--- src/mcu_params.svh ---
`ifndef MCU_PARAMS_SVH
`define MCU_PARAMS_SVH

// core sizing
`define MCU_NUM_REGS 16
`define MCU_NUM_DIN 16
`define MCU_WORD 16
`define MCU_CODE_AW 8

// uart channels
`define MCU_NUM_TX 2
// clk50m cycles per oversample tick, about 4x 115200 baud
`define MCU_BAUD_DIV 27
// ticks per serial bit
`define MCU_OVERSAMPLE 4

// register map, channel c sits at base + stride*c
`define MCU_REG_TX_DATA0 8
`define MCU_REG_TX_LOAD0 9
`define MCU_REG_LED 10
`define MCU_REG_ACK 11
`define MCU_REG_CH_STRIDE 4

// data input slots
`define MCU_DIN_STATUS 0
`define MCU_DIN_EXT 2

`endif
--- src/mcu_pkg.sv ---
`default_nettype none

package mcu_pkg;

    // opcode set of the core
    typedef enum logic [3:0] {
        OP_LDI  = 4'h0,
        OP_IN   = 4'h1,
        OP_MOV  = 4'h2,
        OP_NOT  = 4'h3,
        OP_ANDI = 4'h4,
        OP_ADDI = 4'h5,
        OP_JBZ  = 4'h6,
        OP_JBS  = 4'h7,
        OP_JMP  = 4'h8
    } mcu_op_e;

    // two cycles per instruction
    typedef enum logic {
        S_FETCH,
        S_EXEC
    } mcu_state_e;

    // 16-bit instruction word
    // jbz/jbs: imm[7:4] bit number, imm[3:0] signed offset from the jump
    typedef struct packed {
        mcu_op_e    op;
        logic [3:0] rd;
        logic [7:0] imm;
    } instr_t;

    // per channel command, load is a single cycle strobe
    typedef struct packed {
        logic [7:0] data;
        logic       load;
    } tx_cmd_t;

    typedef struct packed {
        logic busy;
    } tx_stat_t;

    // 8N1 frame phases
    typedef enum logic [1:0] {
        TX_IDLE,
        TX_START,
        TX_DATA,
        TX_STOP
    } uart_state_e;

endpackage

`default_nettype wire

--- src/mcu_top.sv ---
`timescale 1ns/100ps
`default_nettype none
`include "mcu_params.svh"

module mcu_top (
    input  wire logic                   clk50m,
    input  wire logic                   rst_n,
    input  wire logic [`MCU_WORD-1:0]   ext_data,
    output wire logic [7:0]             leds,
    output wire logic [`MCU_NUM_TX-1:0] txd
);
    import mcu_pkg::*;

    localparam int W = `MCU_WORD;

    wire logic [`MCU_CODE_AW-1:0]          code_addr;
    instr_t                                instr;
    wire logic [`MCU_NUM_REGS*W-1:0]       regs;
    wire logic [`MCU_NUM_DIN*W-1:0]        din;
    wire logic                             tick;
    tx_cmd_t                               tx_cmd [`MCU_NUM_TX];
    tx_stat_t                              tx_stat [`MCU_NUM_TX];
    wire logic [W-1:0]                     status;

    code_rom u_rom (
        .clk50m    (clk50m),
        .rst_n     (rst_n),
        .code_addr (code_addr),
        .instr     (instr)
    );

    mcu_core u_core (
        .clk50m    (clk50m),
        .rst_n     (rst_n),
        .code_addr (code_addr),
        .instr     (instr),
        .din       (din),
        .regs      (regs)
    );

    // data input slots, unused ones read zero
    for (genvar i = 0; i < `MCU_NUM_DIN; i++) begin : g_din
        if (i == `MCU_DIN_STATUS) begin : g_stat
            assign din[i*W +: W] = status;
        end else if (i == `MCU_DIN_EXT) begin : g_ext
            assign din[i*W +: W] = ext_data;
        end else begin : g_zero
            assign din[i*W +: W] = '0;
        end
    end

    tx_dispatch u_dispatch (
        .clk50m (clk50m),
        .rst_n  (rst_n),
        .regs   (regs),
        .tick   (tick),
        .tx_cmd (tx_cmd)
    );

    // identical channels share the tick
    for (genvar c = 0; c < `MCU_NUM_TX; c++) begin : g_tx
        uart_tx_chan u_tx (
            .clk50m  (clk50m),
            .rst_n   (rst_n),
            .tick    (tick),
            .tx_cmd  (tx_cmd[c]),
            .txd     (txd[c]),
            .tx_stat (tx_stat[c])
        );
    end

    tx_collect u_collect (
        .clk50m  (clk50m),
        .rst_n   (rst_n),
        .tx_stat (tx_stat),
        .regs    (regs),
        .status  (status)
    );

    // counter register low byte
    assign leds = regs[`MCU_REG_LED*W +: 8];

endmodule

`default_nettype wire

--- src/tx_collect.sv ---
`timescale 1ns/100ps
`default_nettype none
`include "mcu_params.svh"

module tx_collect (
    input  wire logic                               clk50m,
    input  wire logic                               rst_n,
    input  wire mcu_pkg::tx_stat_t                  tx_stat [`MCU_NUM_TX],
    input  wire logic [`MCU_NUM_REGS*`MCU_WORD-1:0] regs,
    output logic [`MCU_WORD-1:0]                    status
);

    logic [`MCU_NUM_TX-1:0] busy_now;
    logic [`MCU_NUM_TX-1:0] busy_prev;
    logic [`MCU_NUM_TX-1:0] busy_fall;
    logic [`MCU_NUM_TX-1:0] done;
    logic                   ack_now;
    logic                   ack_prev;
    logic                   ack_rise;

    always_comb begin
        for (int c = 0; c < `MCU_NUM_TX; c++) begin
            busy_now[c] = tx_stat[c].busy;
        end
    end

    assign busy_fall = busy_prev & ~busy_now;
    // ack register bit 0
    assign ack_now   = regs[`MCU_REG_ACK*`MCU_WORD];
    assign ack_rise  = ack_now & ~ack_prev;

    always_ff @(posedge clk50m or negedge rst_n) begin
        if (!rst_n) begin
            busy_prev <= '0;
            ack_prev  <= 1'b0;
            done      <= '0;
        end else begin
            busy_prev <= busy_now;
            ack_prev  <= ack_now;
            // clear all on ack, a fresh fall still sets its flag
            done      <= (ack_rise ? '0 : done) | busy_fall;
        end
    end

    // flags in the low bits, rest zero
    assign status = {{(`MCU_WORD-`MCU_NUM_TX){1'b0}}, done};

endmodule

`default_nettype wire

--- src/uart_tx_chan.sv ---
`timescale 1ns/100ps
`default_nettype none
`include "mcu_params.svh"

module uart_tx_chan (
    input  wire logic             clk50m,
    input  wire logic             rst_n,
    input  wire logic             tick,
    input  wire mcu_pkg::tx_cmd_t tx_cmd,
    output logic                  txd,
    output mcu_pkg::tx_stat_t     tx_stat
);
    import mcu_pkg::*;

    localparam int TW = $clog2(`MCU_OVERSAMPLE);

    uart_state_e    state;
    logic [TW-1:0]  tick_cnt;
    logic [2:0]     bit_cnt;
    logic [7:0]     shift;
    logic           bit_end;
    logic           accept;
    logic           line_next;

    // last tick of the current bit
    assign bit_end = tick && (tick_cnt == TW'(`MCU_OVERSAMPLE - 1));
    // loads while busy are dropped
    assign accept  = (state == TX_IDLE) && tx_cmd.load;

    always_ff @(posedge clk50m or negedge rst_n) begin
        if (!rst_n) begin
            state    <= TX_IDLE;
            tick_cnt <= '0;
            bit_cnt  <= '0;
        end else begin
            if (accept) begin
                state    <= TX_START;
                tick_cnt <= '0;
            end else if (state != TX_IDLE && tick) begin
                tick_cnt <= tick_cnt + 1'b1;
            end
            if (bit_end) begin
                case (state)
                    TX_START: begin
                        state   <= TX_DATA;
                        bit_cnt <= '0;
                    end
                    TX_DATA: begin
                        bit_cnt <= bit_cnt + 1'b1;
                        if (bit_cnt == 3'd7) begin
                            state <= TX_STOP;
                        end
                    end
                    TX_STOP: state <= TX_IDLE;
                    default: state <= TX_IDLE;
                endcase
            end
        end
    end

    // payload, lsb first
    always_ff @(posedge clk50m) begin
        if (accept) begin
            shift <= tx_cmd.data;
        end else if (state == TX_DATA && bit_end) begin
            shift <= shift >> 1;
        end
    end

    always_comb begin
        case (state)
            TX_START: line_next = 1'b0;
            TX_DATA:  line_next = shift[0];
            default:  line_next = 1'b1;
        endcase
    end

    // registered line, idles high
    always_ff @(posedge clk50m or negedge rst_n) begin
        if (!rst_n) begin
            txd <= 1'b1;
        end else begin
            txd <= line_next;
        end
    end

    assign tx_stat.busy = (state != TX_IDLE);

endmodule

`default_nettype wire

--- src/tx_dispatch.sv ---
`timescale 1ns/100ps
`default_nettype none
`include "mcu_params.svh"

module tx_dispatch (
    input  wire logic                               clk50m,
    input  wire logic                               rst_n,
    input  wire logic [`MCU_NUM_REGS*`MCU_WORD-1:0] regs,
    output logic                                    tick,
    output mcu_pkg::tx_cmd_t                        tx_cmd [`MCU_NUM_TX]
);

    localparam int W     = `MCU_WORD;
    localparam int DIV_W = $clog2(`MCU_BAUD_DIV);

    logic [DIV_W-1:0]       div_cnt;
    logic [`MCU_NUM_TX-1:0] load_now;
    logic [`MCU_NUM_TX-1:0] load_prev;

    // free running oversample divider
    always_ff @(posedge clk50m or negedge rst_n) begin
        if (!rst_n) begin
            div_cnt <= '0;
            tick    <= 1'b0;
        end else begin
            if (div_cnt == DIV_W'(`MCU_BAUD_DIV - 1)) begin
                div_cnt <= '0;
                tick    <= 1'b1;
            end else begin
                div_cnt <= div_cnt + 1'b1;
                tick    <= 1'b0;
            end
        end
    end

    // bit 0 of each channel's load register
    always_comb begin
        for (int c = 0; c < `MCU_NUM_TX; c++) begin
            load_now[c] = regs[(`MCU_REG_TX_LOAD0 + `MCU_REG_CH_STRIDE*c)*W];
        end
    end

    always_ff @(posedge clk50m or negedge rst_n) begin
        if (!rst_n) begin
            load_prev <= '0;
        end else begin
            load_prev <= load_now;
        end
    end

    // rising edge gives a single cycle load with the data byte
    always_comb begin
        for (int c = 0; c < `MCU_NUM_TX; c++) begin
            tx_cmd[c].data = regs[(`MCU_REG_TX_DATA0 + `MCU_REG_CH_STRIDE*c)*W +: 8];
            tx_cmd[c].load = load_now[c] & ~load_prev[c];
        end
    end

endmodule

`default_nettype wire

--- src/mcu_core.sv ---
`timescale 1ns/100ps
`default_nettype none
`include "mcu_params.svh"

module mcu_core (
    input  wire logic                                  clk50m,
    input  wire logic                                  rst_n,
    output logic [`MCU_CODE_AW-1:0]                    code_addr,
    input  wire mcu_pkg::instr_t                       instr,
    input  wire logic [`MCU_NUM_DIN*`MCU_WORD-1:0]     din,
    output logic [`MCU_NUM_REGS*`MCU_WORD-1:0]         regs
);
    import mcu_pkg::*;

    localparam int W  = `MCU_WORD;
    localparam int AW = `MCU_CODE_AW;

    mcu_state_e     state;
    logic [AW-1:0]  pc;
    logic [AW-1:0]  pc_next;
    logic [AW-1:0]  jump_target;

    // register bank, only storage in the core
    logic [W-1:0]   rf [`MCU_NUM_REGS];

    logic [W-1:0]   rd_val;
    logic [W-1:0]   src_val;
    logic [W-1:0]   din_val;
    logic [W-1:0]   imm_ext;
    logic [W-1:0]   wr_val;
    logic           wr_en;
    logic           test_bit;

    // rom address comes straight from pc, data valid in exec
    assign code_addr = pc;

    // operand selection
    always_comb begin
        rd_val   = rf[instr.rd];
        src_val  = rf[instr.imm[3:0]];
        din_val  = din[instr.imm[3:0]*W +: W];
        imm_ext  = {{(W-8){1'b0}}, instr.imm};
        test_bit = rd_val[instr.imm[7:4]];
        // signed offset relative to the jump itself
        jump_target = pc + {{(AW-4){instr.imm[3]}}, instr.imm[3:0]};
    end

    // execute stage decode
    always_comb begin
        wr_en   = 1'b0;
        wr_val  = rd_val;
        pc_next = pc + 1'b1;
        case (instr.op)
            OP_LDI: begin
                wr_en  = 1'b1;
                wr_val = imm_ext;
            end
            OP_IN: begin
                wr_en  = 1'b1;
                wr_val = din_val;
            end
            OP_MOV: begin
                wr_en  = 1'b1;
                wr_val = src_val;
            end
            OP_NOT: begin
                wr_en  = 1'b1;
                wr_val = ~src_val;
            end
            OP_ANDI: begin
                wr_en  = 1'b1;
                wr_val = rd_val & imm_ext;
            end
            OP_ADDI: begin
                wr_en  = 1'b1;
                wr_val = rd_val + imm_ext;
            end
            OP_JBZ: begin
                if (!test_bit) begin
                    pc_next = jump_target;
                end
            end
            OP_JBS: begin
                if (test_bit) begin
                    pc_next = jump_target;
                end
            end
            OP_JMP: begin
                // absolute target
                pc_next = instr.imm;
            end
            default: begin
                // unknown opcode falls through as a nop
                wr_en = 1'b0;
            end
        endcase
    end

    // fetch/exec sequencing and writeback
    always_ff @(posedge clk50m or negedge rst_n) begin
        if (!rst_n) begin
            state <= S_FETCH;
            pc    <= '0;
            for (int i = 0; i < `MCU_NUM_REGS; i++) begin
                rf[i] <= '0;
            end
        end else begin
            case (state)
                S_FETCH: begin
                    // rom latches instr at this edge
                    state <= S_EXEC;
                end
                S_EXEC: begin
                    state <= S_FETCH;
                    pc    <= pc_next;
                    if (wr_en) begin
                        rf[instr.rd] <= wr_val;
                    end
                end
                default: begin
                    state <= S_FETCH;
                end
            endcase
        end
    end

    // flatten bank for the peripherals
    always_comb begin
        for (int i = 0; i < `MCU_NUM_REGS; i++) begin
            regs[i*W +: W] = rf[i];
        end
    end

endmodule

`default_nettype wire

--- src/code_rom.sv ---
`timescale 1ns/100ps
`default_nettype none
`include "mcu_params.svh"

module code_rom (
    input  wire logic                    clk50m,
    input  wire logic                    rst_n,
    input  wire logic [`MCU_CODE_AW-1:0] code_addr,
    output mcu_pkg::instr_t              instr
);
    import mcu_pkg::*;

    // register numbers used by the echo program
    localparam logic [3:0] R_EXT  = 4'd1;
    localparam logic [3:0] R_STAT = 4'd2;
    localparam logic [3:0] R_D0   = `MCU_REG_TX_DATA0;
    localparam logic [3:0] R_L0   = `MCU_REG_TX_LOAD0;
    localparam logic [3:0] R_D1   = `MCU_REG_TX_DATA0 + `MCU_REG_CH_STRIDE;
    localparam logic [3:0] R_L1   = `MCU_REG_TX_LOAD0 + `MCU_REG_CH_STRIDE;
    localparam logic [3:0] R_LED  = `MCU_REG_LED;
    localparam logic [3:0] R_ACK  = `MCU_REG_ACK;

    function automatic instr_t rom_word(input logic [`MCU_CODE_AW-1:0] a);
        instr_t w;
        case (a)
            8'd0:    w = '{OP_JMP, 4'd0, 8'd1};
            // wait for strobe, ext_data bit 15
            8'd1:    w = '{OP_IN, R_EXT, 8'(`MCU_DIN_EXT)};
            8'd2:    w = '{OP_JBZ, R_EXT, {4'd15, 4'hf}};
            // low byte to channel 0, inverse to channel 1
            8'd3:    w = '{OP_MOV, R_D0, {4'd0, R_EXT}};
            8'd4:    w = '{OP_ANDI, R_D0, 8'hff};
            8'd5:    w = '{OP_NOT, R_D1, {4'd0, R_D0}};
            8'd6:    w = '{OP_ANDI, R_D1, 8'hff};
            // load pulses, rising edge starts the frame
            8'd7:    w = '{OP_LDI, R_L0, 8'd1};
            8'd8:    w = '{OP_LDI, R_L1, 8'd1};
            8'd9:    w = '{OP_LDI, R_L0, 8'd0};
            8'd10:   w = '{OP_LDI, R_L1, 8'd0};
            // both done flags needed
            8'd11:   w = '{OP_IN, R_STAT, 8'(`MCU_DIN_STATUS)};
            8'd12:   w = '{OP_JBZ, R_STAT, {4'd0, 4'hf}};
            8'd13:   w = '{OP_JBZ, R_STAT, {4'd1, 4'he}};
            // acknowledge and count
            8'd14:   w = '{OP_LDI, R_ACK, 8'd1};
            8'd15:   w = '{OP_LDI, R_ACK, 8'd0};
            8'd16:   w = '{OP_ADDI, R_LED, 8'd1};
            // hold off until the strobe drops
            8'd17:   w = '{OP_IN, R_EXT, 8'(`MCU_DIN_EXT)};
            8'd18:   w = '{OP_JBS, R_EXT, {4'd15, 4'hf}};
            8'd19:   w = '{OP_JMP, 4'd0, 8'd1};
            default: w = '{OP_JMP, 4'd0, 8'd1};
        endcase
        return w;
    endfunction

    // one clock read latency
    always_ff @(posedge clk50m or negedge rst_n) begin
        if (!rst_n) begin
            instr <= rom_word('0);
        end else begin
            instr <= rom_word(code_addr);
        end
    end

endmodule

`default_nettype wire

--- config.mk ---
export PLATFORM = sky130hd
export DESIGN_NAME = mcu_top
export DESIGN_NICKNAME = d
export VERILOG_FILES = /design/src/mcu_pkg.sv /design/src/mcu_top.sv /design/src/tx_collect.sv /design/src/uart_tx_chan.sv /design/src/tx_dispatch.sv /design/src/mcu_core.sv /design/src/code_rom.sv
export VERILOG_INCLUDE_DIRS = /design/src
export SDC_FILE = /design/constraint.sdc
export NUM_CORES = 1
export LEC_CHECK = 0
export ABC_CLOCK_PERIOD_IN_PS = 5300
export BUFFER_PORTS_ARGS = -buffer_cell sky130_fd_sc_hd__buf_2
export CAP_MARGIN = 0
export CORE_ASPECT_RATIO = 0.5
export CORE_MARGIN = 5
export CORE_UTILIZATION = 50
export DETAILED_ROUTE_END_ITERATION = 10
export PLACE_DENSITY = 0.66
export SLEW_MARGIN = 20
export SYNTH_ARGS = -nofsm -noshare
export SYNTH_HDL_FRONTEND = slang
export SYNTH_HIERARCHICAL = 1
export SYNTH_SLANG_ARGS = --single-unit
--- constraint.sdc ---
create_clock -name clk50m -period 5.3 [get_ports clk50m]
set_input_delay 0.53 -clock clk50m [delete_from_list [all_inputs] [get_ports clk50m]]
set_output_delay 0.53 -clock clk50m [all_outputs]
set_load 0.005 [all_outputs]
# == Yosys cells after proc, flatten, opt, wreduce, memory -nomap -nowiden ==
# Memories as Yosys holds them, arrays and structs flattened.
# Index checks and enable logic that the tools add are counted.
# totals
regBits,326
elab_cells,148
mem_count,1
romBits,512
input_bits,18
output_inout_bits,10
latchBits,0
mem_bits_rw,0
# op_classes
bitwise_logic,14
multipliers,0
shift,1
n_div,0
n_addsub,8
eq_ne,17
magnitude_cmp,4
n_mux,41
n_reduce_logical,25
# mem_list
name,depth,width,read_ports,rd_ports_with_merged_regs,write_ports,line_no,text
(no name shown),32,16,1,0,0,code_rom.sv:25,case (a)
# op_table
op,n
$bwmux W256,1
$shiftx A256 B9 Y16,1
$bmux W16 S4,2
$mux W16,6
$pmux W16 S6,1
$demux W16 S4,1
$mux W8,6
$pmux W8 S3,1
$mux W2,11
$add A16 B8 Y16,1
$and A16 B8 Y16,1
$eq A4 B3 Y1 const B,4
$not A16 Y16,1
$reduce_bool A2 Y1,8
$pmux W3 S2,2
$ge A5 B5 Y1 const B,2
$not A4 Y5,2
$logic_and A1 B1 Y1,9
$add A8 B1 Y8 const B,1
$add A8 B8 Y8,1
$eq A2 B2 Y1 const B,4
$eq A4 B2 Y1 const B,2
$pmux W2 S2,2
$add A3 B1 Y3 const B,2
23 further kinds,38

# == Longest topological paths before layout ==
# depth
ltp_word,8
ltp_mapped,20
ltp_nobuf,15

# == Modules after synthesis ==
# Netlist, hierarchy kept.
# modules_own_cells
mod,area_each_um2,seq_area_each_um2,n_inst,cells_each
mcu_core,18381.4,6631.4,1,1364
uart_tx_chan,817.0,441.7,2,62
code_rom,862.1,352.8,1,91
tx_dispatch,474.2,200.2,1,45
tx_collect,272.8,125.1,1,25
mcu_top,3.8,0.0,1,1

# == Least setup slack after synthesis ==
# No wires, ideal clock.
# synth_timing
path_kind,reg-to-reg
from,"register, netlist name u_rom/instr[8]"
to,register u_core.rf (netlist bit u_core/regs[124])
period_less_slack_ns,4.366
setup_ns,0.065
slack_ns,0.934
path_buffers,5
t_arrival_ns,4.301
path_stages_with_launch,21
path_cell_list,dfrtp_1 buf_6 buf_12 buf_8 buf_4 mux4_2 nand2b_1 o211ai_1 o21ai_0 ha_1 fa_1 a21o_1 a21oi_1 o21bai_1 a21oi_1 o21ai_0 nand2b_1 o221ai_1 a31oi_1 clkbuf_1 mux2_2
# synth_between
elab_chain_len,7
word_cells_on_any_way,13
# synth_lines
item,line_no,text
$not A4 Y5 (not written as such) *,"mcu_core.sv:39, mcu_core.sv:117",
$bmux W16 S4,mcu_core.sv:39,rd_val = rf[instr.rd];
$mux W16 (not written as such) (2 in a row),mcu_core.sv:39,
$add A16 B8 Y16 / $and A16 B8 Y16 (equally long branches),"mcu_core.sv:76, mcu_core.sv:72",
$pmux W16 S6,mcu_core.sv:53,case (instr.op)
$bwmux W256 *,mcu_core.sv:117,rf[instr.rd] <= wr_val;
"end signal, assigned by index",mcu_core.sv:117,
"end, declared",mcu_core.sv:24,logic [W-1:0] rf [`MCU_NUM_REGS];
# Mark *: on every way between the ends. The rest lies on a longest branch, timed or not. The select of a mux whose other input is x is not followed.
# A chain may end at the register's enable or synchronous reset.

# == Worst setup path after layout ==
# layout_timing
from,"register, netlist name u_rom/instr[8]"
to,register u_core.rf (netlist bit u_core/regs[205])
# layout_between
elab_chain_len,7
word_cells_on_any_way,13
# layout_lines
item,line_no
$not A4 Y5 (not written as such) *,"mcu_core.sv:39, mcu_core.sv:117"
$bmux W16 S4,mcu_core.sv:39
$mux W16 (not written as such) (2 in a row),mcu_core.sv:39
$add A16 B8 Y16 / $and A16 B8 Y16 (equally long branches),"mcu_core.sv:76, mcu_core.sv:72"
$pmux W16 S6,mcu_core.sv:53
$bwmux W256 *,mcu_core.sv:117
# Marks and branches as above.

==> results.cfg <==
[global_routing]
antenna_found_initial = 2
overflow = 0
grt_pass1_wl_um = 88300
grt_usage_pct = 23.7
grt_start_max_net_pins = 114
grt_pass1_vias = 14930

[yosys]
synth-compound-area-share_pct = 7.14
ys_async_sr_fraction_pct = 95.1
synth_top_family_by_area = multiplexers
ys.flop_type = dfrtp_1
netlist.area_leader.share_pct = 35.2
yosysSeqAreaShare_pct = 37.9
synth_adder_area_share_pct = 2.21
synth_area_leaders = dfrtp_1 35%, mux4_2 21%, mux2_2 14%
synthMuxAreaShare_pct = 40.5
synth_cell_types = 87
synth_top_cells_by_count = 304 x dfrtp_1, 278 x mux2_2, 197 x mux4_2, 91 x nand2_1
syn_inst = 1650
synthXorXnorAreaFrac_pct = 1.17
syn-cell-area_mm2 = 0.0216
synth_edf_count = 16
synth-seq-cells = 324
yosys.area_share.simple_pct = 6.40
yosys.area.top_type = dfrtp_1
avgSynthCellArea_um2 = 13.1
yosysMostFrequentCell = dfrtp_1
ys_warn_count = 6

[drt]
wl_um = 56100
vias_per_cell = 6.13
firstDrtPassIters = 7
final_antenna_net_count = 0
drc_errors = 0
drt_first_iter_violations = 1530
vias = 14937
post_drt_wl_per_cell_um = 23.0

[timing]
finClkSkew_ps = 21.9
setup_slack_ps = 604
rsz0062_at_grt = no
finalCritPeriodShare_pct = 88.6
slew_headroom_pct = 19.0
hold_viol = 0
fmaxAchievable_mhz = 213
setup_viol = 0
tns_ps = 0
fin_crit_ps = 4700
finalMaxSlewViolations = 0
tightest_slew_ps = 1210

[setup_path]
crit_path_start_kind = flop
path_max_fanout = 38
critPathCaptureType = flop
r2r_cells = 15
crit_chain = buf_12, mux4_2, mux2_2, nor2_1, a21oi_1, ha_1, a21o_1, a211oi_1, o21ai_0, nand3b_1, o21ai_0, nand2_1, a22oi_1, buf_4, mux2_2
cp.arrival_ps = 5220
slowest_stage = a22oi_1
crit_cells = 15
worstSetupPathType = reg -> reg
path_buf_inv = 2
cp_slowest_stage_delay_ps = 620
required_ps = 5830
crit_family = compound AO/OA/AOI/OAI gates

[clocking]
cts_max_level = 1
clk_pin_slew_worst_paths_ps = 80
clockBufferDepth = 3
cts_setup_buffers = 0
clock-sinks = 324
cts-root-buf = clkbuf_16
cts_tree = yes
cts_made_buffers = 30
clk_latency_ps = 580

[die]
die_area_mm2 = 0.0478
die_w_um = 304
initial_core_util_pct = 51.0
core-area_mm2 = 0.0424
ios = 28
row_count = 53
dieHeight_um = 157

[power]
p_per_area_mw_per_mm2 = 527
p_total_mw = 12.7
ir_worst_vdd_v = 0.000267
p_leak_nw = 9.55

[run]
maxCapViolCount = 0

[placement]
post-place-ws_ps = 556
place.gp.congestion = 0.891
dp_hpwl_um = 37400
port_buffers = 27

[finish]
drive_gt1_share_pct = 34.9
n_antenna_cell = 0
nets = 1890
area_growth_pct = 11.2
post-route-util_pct = 56.8

[worst_hold_path]
min_path_type = reg -> reg
whs_path_depth = 0

[status]
status = complete, no violations
## what timing repair did
action | CTS | global route
hold buffers | 1 | 0
gates resized for setup | 0 | 0
hold endpoints to repair | 25 | 0
## final timing paths
| check | start | end | slack, ps |
|---|---|---|---|
| max | u_rom/instr[8]$_DFF_PN0_ | u_core/regs[205]$_DFFE_PN0P_ | 600 |
| min | u_core/regs[208]$_DFFE_PN0P_ | u_dispatch/load_prev[1]$_DFF_PN0_ | 460 |
| max reg2reg | u_rom/instr[8]$_DFF_PN0_ | u_core/regs[205]$_DFFE_PN0P_ | 600 |
| min reg2reg | u_core/regs[208]$_DFFE_PN0P_ | u_dispatch/load_prev[1]$_DFF_PN0_ | 460 |
| max in group asynchronous | rst_n | u_core/regs[12]$_DFFE_PN0P_ | 3670 |
| min in group asynchronous | rst_n | g_tx[0].u_tx/bit_cnt[2]$_DFFE_PN0P_ | 540 |
## through the flow
stage                     hold slack [ps]  cell area [µm²]  cells
after global routing                  477            24100   2436
final                                 464            24100   2436
after global placement                433            23000   2377
after detailed placement              426            23000   2379
after CTS                             459            24000   2436
after floorplan                       234            22500   1886
## layout by cell type (no fill, tap or decap), types with 5 or more instances in the layout
cell type and count:
o211ai_1 7, nor2_1 64, xnor2_1 20, edfxtp_1 16
dfrtp_1 297, o21bai_1 5, inv_1 25, buf_4 50
clkinv_2 8, bufinv_16 5, xor2_1 7, clkbuf_16 31
mux4_2 197, nor3_1 14, a221oi_1 8, a21oi_1 62
nand2_1 91, a211oi_1 11, ha_1 35, o22ai_1 10
conb_1 238, a22oi_1 15, o21ai_0 50, o31ai_1 6
mux2i_1 47, a21o_1 9, buf_2 27, nor2b_1 17
o221ai_1 7, mux2_2 278, nand4b_1 5, nand2b_1 12
a31oi_1 8, nand3_1 24, and3_1 9, mux4_1 26
nor3b_1 6
## kinds of logic after synthesis
group,after synthesis
other cells,2
flops,324
xor+xnor,28
compound gates,236
simple gates,279
buf+inv,194
mux,550
fa+ha+maj,37
## area by class of cell
| cell class | count | area (µm²) |
|---|---|---|
| well taps | 577 | 722 |
| inverters | 28 | 105 |
| clock inverters | 18 | 230 |
| fillers | 3538 | 18300 |
| clock buffers | 38 | 832 |
| multi-input cells | 1368 | 13300 |
| flip-flops and latches | 324 | 8210 |
| repair buffers | 83 | 616 |
## report_power, final
| group | internal, mW | total, mW | leakage [nW] | switching [mW] |
|---|---|---|---|---|
| registers | 3.05 | 3.80 | 3.70 | 0.753 |
| clock network | 1.36 | 2.36 | 0.519 | 1.00 |
| logic | 3.09 | 6.50 | 5.33 | 3.41 |
## routing by layer
layer | GRT usage [%] | wire (µm)
met2 | 37.6 | 25300
met1 | 34.0 | 24700
met5 | 0 | 0
met4 | 5.67 | 1370
met3 | 5.27 | 4710
## registers in the layout, indices dropped and copies added (netlist names), 4 cells and up
signal              flops
u_rom/instr            14
g_tx.u_tx/bit_cnt       6
u_dispatch/div_cnt      5
g_tx.u_tx/tick_cnt      4
g_tx.u_tx/shift        16
g_tx.u_tx/state         4
u_core/regs           256
u_core/code_addr        8
## worst reg2reg max path, cell delays in order, from the launching register on
cell	delay, ps
dfrtp_4	550
buf_12	300
mux4_2	580
mux2_2	290
nor2_1	80
a21oi_1	70
ha_1	370
a21o_1	180
a211oi_1	100
o21ai_0	440
nand3b_1	310
o21ai_0	240
nand2_1	70
a22oi_1	620
buf_4	290
mux2_2	160
No activity file was read; power rests on OpenSTA's default activity.
